File: src/logic/mipsIsaPkg.sv
`default_nettype none

package mipsIsaPkg;

    localparam int regAddrW = 5;

    // instruction fields
    localparam int opW = 6;
    localparam int opLsb = 26;
    localparam int rsLsb = 21;
    localparam int rtLsb = 16;
    localparam int rdLsb = 11;
    localparam int functW = 6;   // funct sits at bit 0
    localparam int immW = 16;
    localparam int targetW = 26;

    // primary opcodes of the supported subset
    typedef enum logic [opW-1:0] {
        opSpecial = 6'h00,
        opJ       = 6'h02,
        opBeq     = 6'h04,
        opBne     = 6'h05,
        opAddiu   = 6'h09,
        opAndi    = 6'h0c,
        opOri     = 6'h0d,
        opLui     = 6'h0f,
        opLw      = 6'h23,
        opSw      = 6'h2b
    } opcodeT;

    // funct codes under opSpecial
    typedef enum logic [functW-1:0] {
        fnAddu = 6'h21,
        fnSubu = 6'h23,
        fnAnd  = 6'h24,
        fnOr   = 6'h25,
        fnXor  = 6'h26,
        fnSlt  = 6'h2a
    } functT;

endpackage

`default_nettype wire

File: src/logic/pipeCtrlPkg.sv
`default_nettype none

package pipeCtrlPkg;

    localparam int dataW = 32;

    typedef enum logic [2:0] {
        aluAdd,
        aluSub,
        aluAnd,
        aluOr,
        aluXor,
        aluSlt,
        aluLui
    } aluOpT;

    // execute operand source
    typedef enum logic [1:0] {
        fwdReg,   // value read in decode
        fwdM,     // non-load result in M
        fwdW
    } fwdSelT;

    // which field names the destination register
    typedef enum logic [1:0] {
        dstRd,
        dstRt,
        dstNone
    } regDstT;

endpackage

`default_nettype wire

File: src/logic/mainDecoder.sv
`timescale 1ns/10ps
`default_nettype none

module mainDecoder import mipsIsaPkg::*, pipeCtrlPkg::*; (
    input  wire [31:0] instrD,
    output aluOpT      aluOpD,
    output regDstT     regDstD,
    output logic       aluImmSelD,
    output logic       signExtD,
    output logic       memReadEnD,
    output logic       memWriteEnD,
    output logic       regWriteEnD,
    output logic       branchD,
    output logic       branchNeD,
    output logic       jumpD
);

    opcodeT op;
    functT fn;

    assign op = opcodeT'(instrD[opLsb +: opW]);
    assign fn = functT'(instrD[functW-1:0]);

    always_comb begin
        // defaults are a nop
        aluOpD = aluAdd;
        regDstD = dstNone;
        aluImmSelD = 1'b0;
        signExtD = 1'b0;
        memReadEnD = 1'b0;
        memWriteEnD = 1'b0;
        regWriteEnD = 1'b0;
        branchD = 1'b0;
        branchNeD = 1'b0;
        jumpD = 1'b0;
        case (op)
            opSpecial: begin
                regDstD = dstRd;
                regWriteEnD = 1'b1;
                case (fn)
                    fnAddu: aluOpD = aluAdd;
                    fnSubu: aluOpD = aluSub;
                    fnAnd:  aluOpD = aluAnd;
                    fnOr:   aluOpD = aluOr;
                    fnXor:  aluOpD = aluXor;
                    fnSlt:  aluOpD = aluSlt;
                    default: begin
                        regDstD = dstNone;   // sll nop lands here too
                        regWriteEnD = 1'b0;
                    end
                endcase
            end
            opAddiu, opLw: begin
                regDstD = dstRt;
                aluImmSelD = 1'b1;
                signExtD = 1'b1;
                regWriteEnD = 1'b1;
                memReadEnD = (op == opLw);
            end
            opAndi, opOri, opLui: begin
                regDstD = dstRt;
                aluImmSelD = 1'b1;   // zero extended
                regWriteEnD = 1'b1;
                aluOpD = (op == opAndi) ? aluAnd : (op == opOri) ? aluOr : aluLui;
            end
            opSw: begin
                aluImmSelD = 1'b1;
                signExtD = 1'b1;
                memWriteEnD = 1'b1;
            end
            opBeq, opBne: begin
                aluOpD = aluSub;
                signExtD = 1'b1;     // offset for the target adder
                branchD = 1'b1;
                branchNeD = (op == opBne);
            end
            opJ: jumpD = 1'b1;
            default: ;
        endcase
    end

endmodule

`default_nettype wire

File: src/logic/regFile.sv
`timescale 1ns/10ps
`default_nettype none

module regFile #(
    parameter int addrW = 5,
    parameter int dataW = 32
) (
    input  wire             clk,
    input  wire             we,
    input  wire [addrW-1:0] ra1,
    input  wire [addrW-1:0] ra2,
    input  wire [addrW-1:0] wa,
    input  wire [dataW-1:0] wd,
    output logic [dataW-1:0] rd1,
    output logic [dataW-1:0] rd2
);

    logic [dataW-1:0] regs [1:2**addrW-1];   // r0 has no storage

    always_ff @(posedge clk) begin
        if (we && wa != '0) begin
            regs[wa] <= wd;
        end
    end

    // write in flight is visible to decode in the same cycle
    assign rd1 = (ra1 == '0) ? '0 : (we && wa == ra1) ? wd : regs[ra1];
    assign rd2 = (ra2 == '0) ? '0 : (we && wa == ra2) ? wd : regs[ra2];

endmodule

`default_nettype wire

File: src/logic/alu.sv
`timescale 1ns/10ps
`default_nettype none

module alu import pipeCtrlPkg::*; (
    input  wire [dataW-1:0] srcA,
    input  wire [dataW-1:0] srcB,
    input  wire aluOpT      aluOp,
    input  wire             branchNe,
    output logic [dataW-1:0] result,
    output logic            actualTake
);

    logic [dataW-1:0] diff;
    logic lessThan;
    logic isZero;

    assign diff = srcA - srcB;
    assign isZero = (diff == '0);

    // signed compare, sign bits decide when they differ
    assign lessThan = (srcA[dataW-1] != srcB[dataW-1]) ? srcA[dataW-1] : diff[dataW-1];

    always_comb begin
        case (aluOp)
            aluAdd: result = srcA + srcB;
            aluSub: result = diff;
            aluAnd: result = srcA & srcB;
            aluOr:  result = srcA | srcB;
            aluXor: result = srcA ^ srcB;
            aluSlt: result = {{(dataW-1){1'b0}}, lessThan};
            aluLui: result = {srcB[dataW/2-1:0], {(dataW/2){1'b0}}};
            default: result = '0;
        endcase
    end

    // beq / bne condition on the forwarded operands
    assign actualTake = branchNe ? ~isZero : isZero;

endmodule

`default_nettype wire

File: src/logic/hazardUnit.sv
`timescale 1ns/10ps
`default_nettype none

module hazardUnit import mipsIsaPkg::*, pipeCtrlPkg::*; (
    input  wire                iCacheStall,
    input  wire                dCacheStall,
    input  wire                memReadEnE,
    input  wire [regAddrW-1:0] rsD,
    input  wire [regAddrW-1:0] rtD,
    input  wire [regAddrW-1:0] rsE,
    input  wire [regAddrW-1:0] rtE,
    input  wire [regAddrW-1:0] regWriteE,
    input  wire                regWriteEnM,
    input  wire [regAddrW-1:0] regWriteM,
    input  wire                regWriteEnW,
    input  wire [regAddrW-1:0] regWriteW,
    input  wire                takeE,
    output logic               stallF,
    output logic               stallD,
    output logic               stallE,
    output logic               stallM,
    output logic               flushD,
    output logic               flushE,
    output fwdSelT             forwardAE,
    output fwdSelT             forwardBE
);

    logic cacheStall;
    logic loadUse;

    // M has priority since it is the younger producer
    function automatic fwdSelT pickSource(input logic [regAddrW-1:0] src);
        if (regWriteEnM && regWriteM != '0 && regWriteM == src) begin
            return fwdM;
        end
        if (regWriteEnW && regWriteW != '0 && regWriteW == src) begin
            return fwdW;
        end
        return fwdReg;
    endfunction

    assign cacheStall = iCacheStall | dCacheStall;

    // lw in E whose result a D source needs
    assign loadUse = memReadEnE && regWriteE != '0 && (rtE == rsD || rtE == rtD);

    assign stallF = cacheStall | loadUse;
    assign stallD = cacheStall | loadUse;
    assign stallE = cacheStall;
    assign stallM = cacheStall;   // W follows M

    assign flushD = takeE & ~cacheStall;    // drops the word after the delay slot
    assign flushE = loadUse & ~cacheStall;

    always_comb begin
        forwardAE = pickSource(rsE);
        forwardBE = pickSource(rtE);
    end

endmodule

`default_nettype wire

File: src/logic/mipsDatapath.sv
`timescale 1ns/10ps
`default_nettype none

module mipsDatapath import mipsIsaPkg::*, pipeCtrlPkg::*; #(
    parameter logic [dataW-1:0] resetVector = 32'hBFC00000
) (
    input  wire              clk,
    input  wire              rstN,
    output logic [dataW-1:0] pcF,
    output logic             instEnF,
    input  wire [31:0]       instrF,
    input  wire              iCacheStall,
    output logic             stallF,
    output logic             memEnM,
    output logic [dataW-1:0] memAddrM,
    output logic [3:0]       memWenM,
    output logic [dataW-1:0] memWdataM,
    input  wire [dataW-1:0]  memRdataM,
    input  wire              dCacheStall,
    output logic [dataW-1:0] debugWbPc,
    output logic [3:0]       debugWbRfWen,
    output logic [regAddrW-1:0] debugWbRfWnum,
    output logic [dataW-1:0] debugWbRfWdata
);

    logic fetchOn;
    logic [dataW-1:0] pcNextF;

    logic validD;
    logic [dataW-1:0] pcD, instrD, pcPlus4D, rd1D, rd2D, immD, jumpTargetD;
    logic [regAddrW-1:0] rsD, rtD, rdD;
    aluOpT aluOpD;
    regDstT regDstD;
    logic aluImmSelD, signExtD, memReadEnD, memWriteEnD, regWriteEnD;
    logic branchD, branchNeD, jumpD;

    logic validE;
    logic [dataW-1:0] pcE, rd1E, rd2E, immE;
    logic [regAddrW-1:0] rsE, rtE, rdE, regWriteE;
    aluOpT aluOpE;
    regDstT regDstE;
    logic aluImmSelE, memReadEnE, memWriteEnE, regWriteEnE, branchE, branchNeE;
    logic [dataW-1:0] srcAE, fwdBE, srcBE, aluOutE, branchTargetE;
    logic actualTakeE, takeE;
    fwdSelT forwardAE, forwardBE;

    logic validM;
    logic [dataW-1:0] pcM, aluOutM, wdataM, resultM;
    logic [regAddrW-1:0] regWriteM;
    logic regWriteEnM, memReadEnM, memWriteEnM, rfWeM;

    logic validW;
    logic [dataW-1:0] resultW;
    logic [regAddrW-1:0] regWriteW;
    logic regWriteEnW;

    logic stallD, stallE, stallM, flushD, flushE;

    function automatic logic [dataW-1:0] fwdMux(input fwdSelT sel, input logic [dataW-1:0] regVal);
        case (sel)
            fwdM: return aluOutM;
            fwdW: return resultW;
            default: return regVal;
        endcase
    endfunction

    // branch in E wins over a jump sitting in its delay slot
    assign pcNextF = takeE ? branchTargetE : (validD && jumpD) ? jumpTargetD : pcF + 32'd4;
    assign instEnF = fetchOn & ~flushD;

    always_ff @(posedge clk) begin
        if (!rstN) begin
            pcF <= resetVector;
            fetchOn <= 1'b0;
        end else begin
            fetchOn <= 1'b1;
            if (fetchOn && !stallF) begin
                pcF <= pcNextF;
            end
        end
    end

    always_ff @(posedge clk) begin
        if (!rstN) validD <= 1'b0;
        else if (!stallD) validD <= instEnF;
    end

    always_ff @(posedge clk) begin
        if (!stallD) begin
            pcD <= pcF;
            instrD <= instrF;
        end
    end

    assign rsD = instrD[rsLsb +: regAddrW];
    assign rtD = instrD[rtLsb +: regAddrW];
    assign rdD = instrD[rdLsb +: regAddrW];
    assign pcPlus4D = pcD + 32'd4;
    assign immD = {{(dataW-immW){signExtD & instrD[immW-1]}}, instrD[immW-1:0]};
    assign jumpTargetD = {pcPlus4D[31:28], instrD[targetW-1:0], 2'b00};

    mainDecoder u_mainDecoder (
        .instrD(instrD), .aluOpD(aluOpD), .regDstD(regDstD),
        .aluImmSelD(aluImmSelD), .signExtD(signExtD),
        .memReadEnD(memReadEnD), .memWriteEnD(memWriteEnD), .regWriteEnD(regWriteEnD),
        .branchD(branchD), .branchNeD(branchNeD), .jumpD(jumpD)
    );

    regFile #(.addrW(regAddrW), .dataW(dataW)) u_regFile (
        .clk(clk), .we(rfWeM), .ra1(rsD), .ra2(rtD), .wa(regWriteM), .wd(resultM),
        .rd1(rd1D), .rd2(rd2D)
    );

    always_ff @(posedge clk) begin
        if (!rstN) validE <= 1'b0;
        else if (!stallE) validE <= validD & ~flushE;   // load-use bubble
    end

    always_ff @(posedge clk) begin
        if (!stallE) begin
            pcE <= pcD;
            rd1E <= rd1D;
            rd2E <= rd2D;
            immE <= immD;
            rsE <= rsD;
            rtE <= rtD;
            rdE <= rdD;
            aluOpE <= aluOpD;
            regDstE <= regDstD;
            aluImmSelE <= aluImmSelD;
            memReadEnE <= memReadEnD;
            memWriteEnE <= memWriteEnD;
            regWriteEnE <= regWriteEnD;
            branchE <= branchD;
            branchNeE <= branchNeD;
        end
    end

    always_comb begin
        srcAE = fwdMux(forwardAE, rd1E);
        fwdBE = fwdMux(forwardBE, rd2E);
    end

    assign srcBE = aluImmSelE ? immE : fwdBE;
    assign branchTargetE = pcE + 32'd4 + {immE[29:0], 2'b00};
    assign takeE = validE & branchE & actualTakeE;

    always_comb begin
        case (regDstE)
            dstRd: regWriteE = rdE;
            dstRt: regWriteE = rtE;
            default: regWriteE = '0;
        endcase
    end

    alu u_alu (
        .srcA(srcAE), .srcB(srcBE), .aluOp(aluOpE), .branchNe(branchNeE),
        .result(aluOutE), .actualTake(actualTakeE)
    );

    hazardUnit u_hazardUnit (
        .iCacheStall(iCacheStall), .dCacheStall(dCacheStall),
        .memReadEnE(validE & memReadEnE),
        .rsD(rsD), .rtD(rtD), .rsE(rsE), .rtE(rtE), .regWriteE(regWriteE),
        .regWriteEnM(validM & regWriteEnM), .regWriteM(regWriteM),
        .regWriteEnW(validW & regWriteEnW), .regWriteW(regWriteW),
        .takeE(takeE),
        .stallF(stallF), .stallD(stallD), .stallE(stallE), .stallM(stallM),
        .flushD(flushD), .flushE(flushE),
        .forwardAE(forwardAE), .forwardBE(forwardBE)
    );

    always_ff @(posedge clk) begin
        if (!rstN) validM <= 1'b0;
        else if (!stallM) validM <= validE;
    end

    always_ff @(posedge clk) begin
        if (!stallM) begin
            pcM <= pcE;
            aluOutM <= aluOutE;
            wdataM <= fwdBE;        // store data after forwarding
            regWriteM <= regWriteE;
            regWriteEnM <= regWriteEnE;
            memReadEnM <= memReadEnE;
            memWriteEnM <= memWriteEnE;
        end
    end

    // word access only
    assign memEnM = validM & (memReadEnM | memWriteEnM);
    assign memAddrM = aluOutM;
    assign memWenM = {4{validM & memWriteEnM}};
    assign memWdataM = wdataM;

    assign resultM = memReadEnM ? memRdataM : aluOutM;
    assign rfWeM = validM & regWriteEnM & ~stallM;   // no write while frozen

    assign debugWbPc = pcM;
    assign debugWbRfWen = {4{rfWeM}};
    assign debugWbRfWnum = regWriteM;
    assign debugWbRfWdata = resultM;

    // W only feeds the forwarding muxes
    always_ff @(posedge clk) begin
        if (!rstN) validW <= 1'b0;
        else if (!stallM) validW <= validM;
    end

    always_ff @(posedge clk) begin
        if (!stallM) begin
            resultW <= resultM;
            regWriteW <= regWriteM;
            regWriteEnW <= regWriteEnM;
        end
    end

endmodule

`default_nettype wire

File: config.mk
export PLATFORM = sky130hd
export DESIGN_NAME = mipsDatapath
export DESIGN_NICKNAME = d
export VERILOG_FILES = /design/src/logic/mipsIsaPkg.sv /design/src/logic/pipeCtrlPkg.sv /design/src/logic/mainDecoder.sv /design/src/logic/regFile.sv /design/src/logic/alu.sv /design/src/logic/hazardUnit.sv /design/src/logic/mipsDatapath.sv
export SDC_FILE = /design/constraint.sdc
export NUM_CORES = 2
export LEC_CHECK = 0
export BUFFER_PORTS_ARGS = -buffer_cell sky130_fd_sc_hd__clkbuf_2
export CAP_MARGIN = 15
export CORE_ASPECT_RATIO = 1.25
export CORE_UTILIZATION = 40
export DETAILED_ROUTE_END_ITERATION = 10
export PLACE_DENSITY = 0.59
export RECOVER_POWER = 25
export REMOVE_ABC_BUFFERS = 1
export SLEW_MARGIN = 20
export SYNTH_ARGS = -nofsm -noshare
export SYNTH_HDL_FRONTEND = slang
export SYNTH_SLANG_ARGS = --single-unit
File: constraint.sdc
create_clock -name clk -period 36.7 [get_ports clk]
set_input_delay 7.34 -clock clk [delete_from_list [all_inputs] [get_ports clk]]
set_output_delay 7.34 -clock clk [all_outputs]
set_load 0.01 [all_outputs]
### Word-level counts from Yosys, hierarchy flattened

Memory sizes are Yosys's and may differ from the RTL's. A register that Yosys moved wholly into a read port is not among the register bits.
Cells that the tools add are included.

| storage, ports and cells | value |
|---|---|
| flip-flop bits (word level) | 318 |
| bits in latches | 0 |
| RAM bits | 992 |
| ROM bits | 0 |
| input bits | 68 |
| output and inout port bits | 176 |
| logic and storage cells | 165 |
| memories kept | 1 |

| cells by class | value |
|---|---|
| add/sub/neg operators | 6 |
| multipliers | 0 |
| div/mod/pow operators | 0 |
| magnitude comparators | 0 |
| equality and inequality tests | 33 |
| shift-type cells | 0 |
| multiplexer cells | 40 |
| bitwise logic cells | 23 |
| reductions and logical operators | 31 |

Memories:

| memory | words | bits a word | rd ports | clocked after memory_dff | wr ports | line | source |
|---|---|---|---|---|---|---|---|
| u_regFile.regs | 31 | 32 | 2 | 2 | 1 | regFile.sv:18 | `logic [dataW-1:0] regs [1:2**addrW-1];` |

Operators with widths:

| kind | count |
|---|---|
| 32-bit one-hot mux with 7 select lines | 1 |
| 32-bit two-way mux | 4 |
| 32-bit one-hot mux with 2 select lines | 2 |
| 32-bit by 3-bit adder with 32-bit output, second input constant | 3 |
| 32-bit adder | 2 |
| 6-bit equality test, second input constant | 8 |
| 32-bit bitwise AND | 1 |
| 32-bit zero test | 1 |
| 32-bit bitwise OR | 1 |
| 32-bit subtractor | 1 |
| 32-bit XOR | 1 |
| 5-bit equality test | 6 |
| 6-bit by 4-bit equality test with 1-bit output, second input constant | 4 |
| 2-bit two-way mux | 9 |
| 1-bit two-way mux | 17 |
| 3-bit one-hot mux with 5 select lines | 1 |
| 5-bit nonzero test | 3 |
| 1-bit bitwise AND | 13 |
| 6-bit by 3-bit equality test with 1-bit output, second input constant | 2 |
| 6-bit OR reduction | 2 |
| 1-bit logical AND | 11 |
| 5-bit zero test | 2 |
| 5-bit one-hot mux with 2 select lines | 1 |
| 5-bit OR reduction | 2 |
| other kinds (20) | 35 |

### Depth between registers and ports, before layout

| logic depth | value |
|---|---|
| depth after elaboration | 18 |
| gate-level depth with buffers | 38 |
| mapped depth without buffers | 33 |

### Cells and area by module

Synthesis repeated with hierarchy kept, for this count alone.

| second synthesis, totals | value |
|---|---|
| cell total of the unflattened synthesis | 5,017 |
| area, all modules | 70,682.8 um^2 |

By module, submodules not included:

| module | times used | cells an instance | area each (um^2) |
|---|---|---|---|
| regFile | 1 | 2,759 | 47,200.3 |
| mipsDatapath | 1 | 1,247 | 16,728.5 |
| alu | 1 | 912 | 6,035.8 |
| hazardUnit | 1 | 56 | 430.4 |
| mainDecoder | 1 | 43 | 287.8 |

### Worst setup path before layout

Ideal clock, no wire load.

| path | value |
|---|---|
| path type | input to output |
| from | in iCacheStall |
| to | out stallF |
| arrival time | 21.848 ns |
| data required time | 29.360 ns |
| path slack | 7.512 ns |
| stages on the path | 3 |
| buffers on the path | 0 |
| cells stage by stage | nor2_1 o31a_1 inv_1 |

| between the ends | value |
|---|---|
| word-level cells in the longest chain between the ends | 2 |

RTL lines:

| element | line | source |
|---|---|---|
| start, declared | mipsDatapath.sv:12 | `input wire iCacheStall,` |
| 1-bit bitwise OR | hazardUnit.sv:42 | `assign cacheStall = iCacheStall \| dCacheStall;` |
| 1-bit bitwise OR | hazardUnit.sv:47 | `assign stallF = cacheStall \| loadUse;` |
| end, declared | mipsDatapath.sv:13 | `output logic stallF,` |

No other way between the ends.

### Worst setup path after layout

| path | value |
|---|---|
| from | reg regWriteM[4], in the netlist debugWbRfWnum[4] |
| to | out instEnF |

| between the ends | value |
|---|---|
| word-level cells in the longest chain between the ends | 16 |
| elaborated cells between the ends (all ways) | 25 |

RTL lines:

| element | line | source |
|---|---|---|
| start, declared | mipsDatapath.sv:49 | `logic [regAddrW-1:0] regWriteM;` |
| start signal, assigned | mipsDatapath.sv:183 | `regWriteM <= regWriteE;` |
| 5-bit nonzero test | hazardUnit.sv:33 | `if (regWriteEnM && regWriteM != '0 && regWriteM == src) begin` |
| 1-bit logical AND | hazardUnit.sv:33 |  |
| 1-bit logical AND * | hazardUnit.sv:33 |  |
| 1-bit two-way mux * | hazardUnit.sv:33 |  |
| 2-bit two-way mux * | hazardUnit.sv:36 | `if (regWriteEnW && regWriteW != '0 && regWriteW == src) begin` |
| 2-bit equality test or 2-bit by 1-bit equality test with 1-bit output (tied branches) | mipsDatapath.sv:60 | `case (sel)` |
| 32-bit one-hot mux with 2 select lines * | mipsDatapath.sv:60 |  |
| net fwdBE[5] | mipsDatapath.sv:43 | `logic [dataW-1:0] srcAE, fwdBE, srcBE, aluOutE, branchTargetE;` |
| 32-bit two-way mux * | mipsDatapath.sv:144 | `assign srcBE = aluImmSelE ? immE : fwdBE;` |
| 32-bit subtractor * | alu.sv:17 | `assign diff = srcA - srcB;` |
| 32-bit zero test * | alu.sv:18 | `assign isZero = (diff == '0);` |
| 1-bit inverter | alu.sv:37 | `assign actualTake = branchNe ? ~isZero : isZero;` |
| 1-bit two-way mux * | alu.sv:37 |  |
| 1-bit bitwise AND * | mipsDatapath.sv:146 | `assign takeE = validE & branchE & actualTakeE;` |
| 1-bit bitwise AND * | hazardUnit.sv:52 | `assign flushD = takeE & ~cacheStall;` |
| 1-bit inverter * | mipsDatapath.sv:69 | `assign instEnF = fetchOn & ~flushD;` |
| 1-bit bitwise AND * | mipsDatapath.sv:69 |  |
| end, declared | mipsDatapath.sv:10 | `output logic instEnF,` |

Mark *: on every way through the listed nets, which the timed path passes. The rest lies on a longest branch.

==> qor.yml <==
drtIter0Drc: 5407
grtUsageTotal_pct: 27.5
core_mm2: 0.174
synth_edf_count: 1332
gr-usage-met3_pct: 6.37
slew_viol_final: 925
sw_frac_of_total_pct: 25.3
critPathMaxStageDelay_ns: 1.81
start_util_pct: 40.2
pwr-share-seq_pct: 48.7
cts_buffer_depth: 3
hold_buffers: 0
hold_depth: 0
die-area_mm2: 0.176
status: "finished with violations"
synthFlopType: "edfxtp_1"
pwr_density_cell_mw_per_mm2: 46.2
final_core_util_pct: 45.3
cts_tree: "yes"
post_cts_resized: 0
ir_drop_uv: 49.4
grt_pass1_wl_mm: 344
ys_warn_count: 0
finalSetupTns_ns: 0
async_flop_share_pct: 0
synth-compound-area-share_pct: 9.40
fmax_mhz: 44.3
synth_mux_area_share_pct: 19.6
p_comb_share_pct: 10.2
root_buffer: "clkbuf_16"
ys_seq_area_share_pct: 58.4
gp_congestion: 1.02
yosys.area.top_type_share_pct: 57.3
critPathLaunchType: "register"
leakage_nw: 26.7
place_ws_ns: 18.77
postCtsSetupBuffers: 0
drive_gt1_share_pct: 22.8
num_rows: 171
grt_max_degree: 94
seq_area_mm2: 0.0407
grt_overflow: 0
multi_input_area_mm2: 0.0275
hold_viol: 0
htree_num_levels: 4
fill_cells: 15200
ys_ff_latch: 1369
finalCriticalPeriod_ns: 22.56
die_x_um: 376
worstMarginPinSlew_ns: 6.98
die_h_um: 469
via_per_inst: 6.32
synthDistinctLibCells: 88
antenna_left: 0
synth-simple-area-share_pct: 5.65
synth_top_family_by_area: "multiplexers"
io_pins: 244
drc_errors: 0
wl_mm: 244
synth.most_common_cell: "edfxtp_1"
synth_area_mm2: 0.0698
hp-class: "register to register"
syn_area_per_cell_um2: 14.6
worstPathMaxFanout: 40
p_sw_mw: 0.918
cp_top_family: "simple AND/OR/NAND/NOR gates"
path_common_cell: "nand4_1"
use_met1_pct: 36.0
synth-xor-area-share_pct: 1.56
setup_ws_ns: 14.14
place_hpwl_mm: 154
routedWlPerCell_um: 32.9
portBuffers: 243
cp-end-kind: "primary output"
areaGrowthSynthToFinish_pct: 12.7
crit_buf_inv: 5
vias: 46900
cts.sinks: 1369
nets: 5192
rsz0062_at_grt: "false"
use_met2_pct: 43.4
fin_skew_ns: 0.0401
synth_cells: 4788
cp.depth: 35
synth_fa_ha_area_share_pct: 2.86
dr.pass1.iters: 6
synth.area.top_cells: "edfxtp_1 57%, mux4_2 14%, mux2i_1 3.9%"
drv_cap: 23
worstPathArrival_ns: 15.22
yosysTopAreaCell: "edfxtp_1"
criticalPathCategory: "register to primary output"
insertion_delay_ns: 0.84
p_int_mw: 2.71
slew_headroom_pct: -365
busiest_layer: "met2"
pwr-share-clk_pct: 41.0
post-route-period-util_pct: 61.5
antenna_found_initial: 13
grt_pass1_vias: 46500
worstPathRequired_ns: 29.36
cts_buffers: 145
violations: "max-capacitance violations, max-slew violations"
setup_violations: 0
slowest_stage: "a2111oi_0"
synth_common_cells: "1,332 x edfxtp_1, 425 x mux4_2, 377 x a21oi_1"
cts.clk_slew.worst_paths_ns: 0.06
reg2reg_depth: 34
==> cell families (layout without fill, tap and decap cells) <==
kind of cell,count (synthesis),in the layout
buf+inv,470,763
compound gates,1021,1021
other cells,0,5
xor+xnor,124,124
fa+ha+maj,157,157
mux,817,817
flops,1369,1369
simple gates,830,830
==> layout make-up <==
cell class	count	area share (%)
clock buffers	175	4.81
diodes	5	0.0159
repair buffers	376	2.73
multi-input cells	2949	35.0
inverters	126	0.602
clock inverters	86	1.29
well taps	2335	3.72
flip-flops and latches	1369	51.8
==> cell usage in the layout, fill, tap and decap left out, types with 30 or more instances in the layout <==
| cell type | synthesis | layout |
|---|---|---|
| xor2_1 | 43 | 43 |
| clkbuf_16 | 0 | 145 |
| mux4_2 | 425 | 425 |
| dfxtp_1 | 37 | 37 |
| nor3_1 | 120 | 115 |
| a221oi_1 | 103 | 103 |
| inv_1 | 118 | 118 |
| a21o_1 | 49 | 49 |
| clkbuf_1 | 253 | 63 |
| nand2_1 | 128 | 126 |
| nor2b_1 | 42 | 39 |
| clkinv_1 | 5 | 33 |
| nand4_1 | 30 | 30 |
| clkbuf_2 | 0 | 231 |
| mux2_2 | 122 | 117 |
| a21oi_1 | 377 | 377 |
| buf_4 | 7 | 105 |
| ha_1 | 153 | 153 |
| nor2_4 | 0 | 32 |
| xnor2_1 | 81 | 81 |
| nand3_1 | 40 | 39 |
| o221ai_1 | 50 | 50 |
| mux2i_1 | 270 | 268 |
| o21ai_0 | 177 | 177 |
| edfxtp_1 | 1332 | 1332 |
| nor2_1 | 331 | 298 |
==> metal layers <==
metal | up-vias | wire [µm] | share of wire [%]
met5 | - | 48 | 0.020
met4 | 8 | 12600 | 5.2
met3 | 508 | 22900 | 9.4
met2 | 2458 | 112000 | 46
met1 | 24300 | 95800 | 39
li1 | 19600 | - | -
==> path summary, 6_finish.rpt <==
kind	endpoint	slack (ns)	start
max reg2reg	pcF[5]$_SDFFE_PN0P_	21.95	debugWbRfWnum[4]$_DFFE_PN_
max	instEnF	14.14	debugWbRfWnum[4]$_DFFE_PN_
min	pcE[0]$_DFFE_PN_	0.42	pcD[0]$_DFFE_PN_
min reg2reg	pcE[0]$_DFFE_PN_	0.42	pcD[0]$_DFFE_PN_
==> metrics by stage <==
step / instances / area (µm²) / hold WS, ns / power, mW
after global placement: 7155 / 74000 / 0.405 / 2.16
final: 7421 / 78600 / 0.421 / 3.63
after global routing: 7417 / 78600 / 0.426 / 3.73
after floorplan: 4444 / 68400 / 0.400 / 2.06
after detailed placement: 7155 / 74000 / 0.410 / 2.16
after CTS: 7416 / 78800 / 0.423 / 3.64
==> power groups by stage <==
stage               logic (mW)  clock network [mW]  registers, mW
global placement         0.365                   0           1.80
detailed placement       0.365                   0           1.80
global route             0.398                1.57           1.77
floorplan                0.242                   0           1.82
CTS                      0.367                1.51           1.77
finish                   0.371                1.49           1.77
==> flip-flops by register name (all words and copies together) (netlist names), 2 cells and up <==
signal and cells:
aluOpE 3, rd1E 32, regDstE 2, regWriteW 5, pcF 32, pcD 32, immE 17, memWdataM 32
debugWbPc 32, pcE 32, rd2E 32, instrD 32, memAddrM 32, u_regFile.regs 992, rtE 5, rsE 5
debugWbRfWnum 5, resultW 32
No activity file was read; power rests on OpenSTA's default activity.
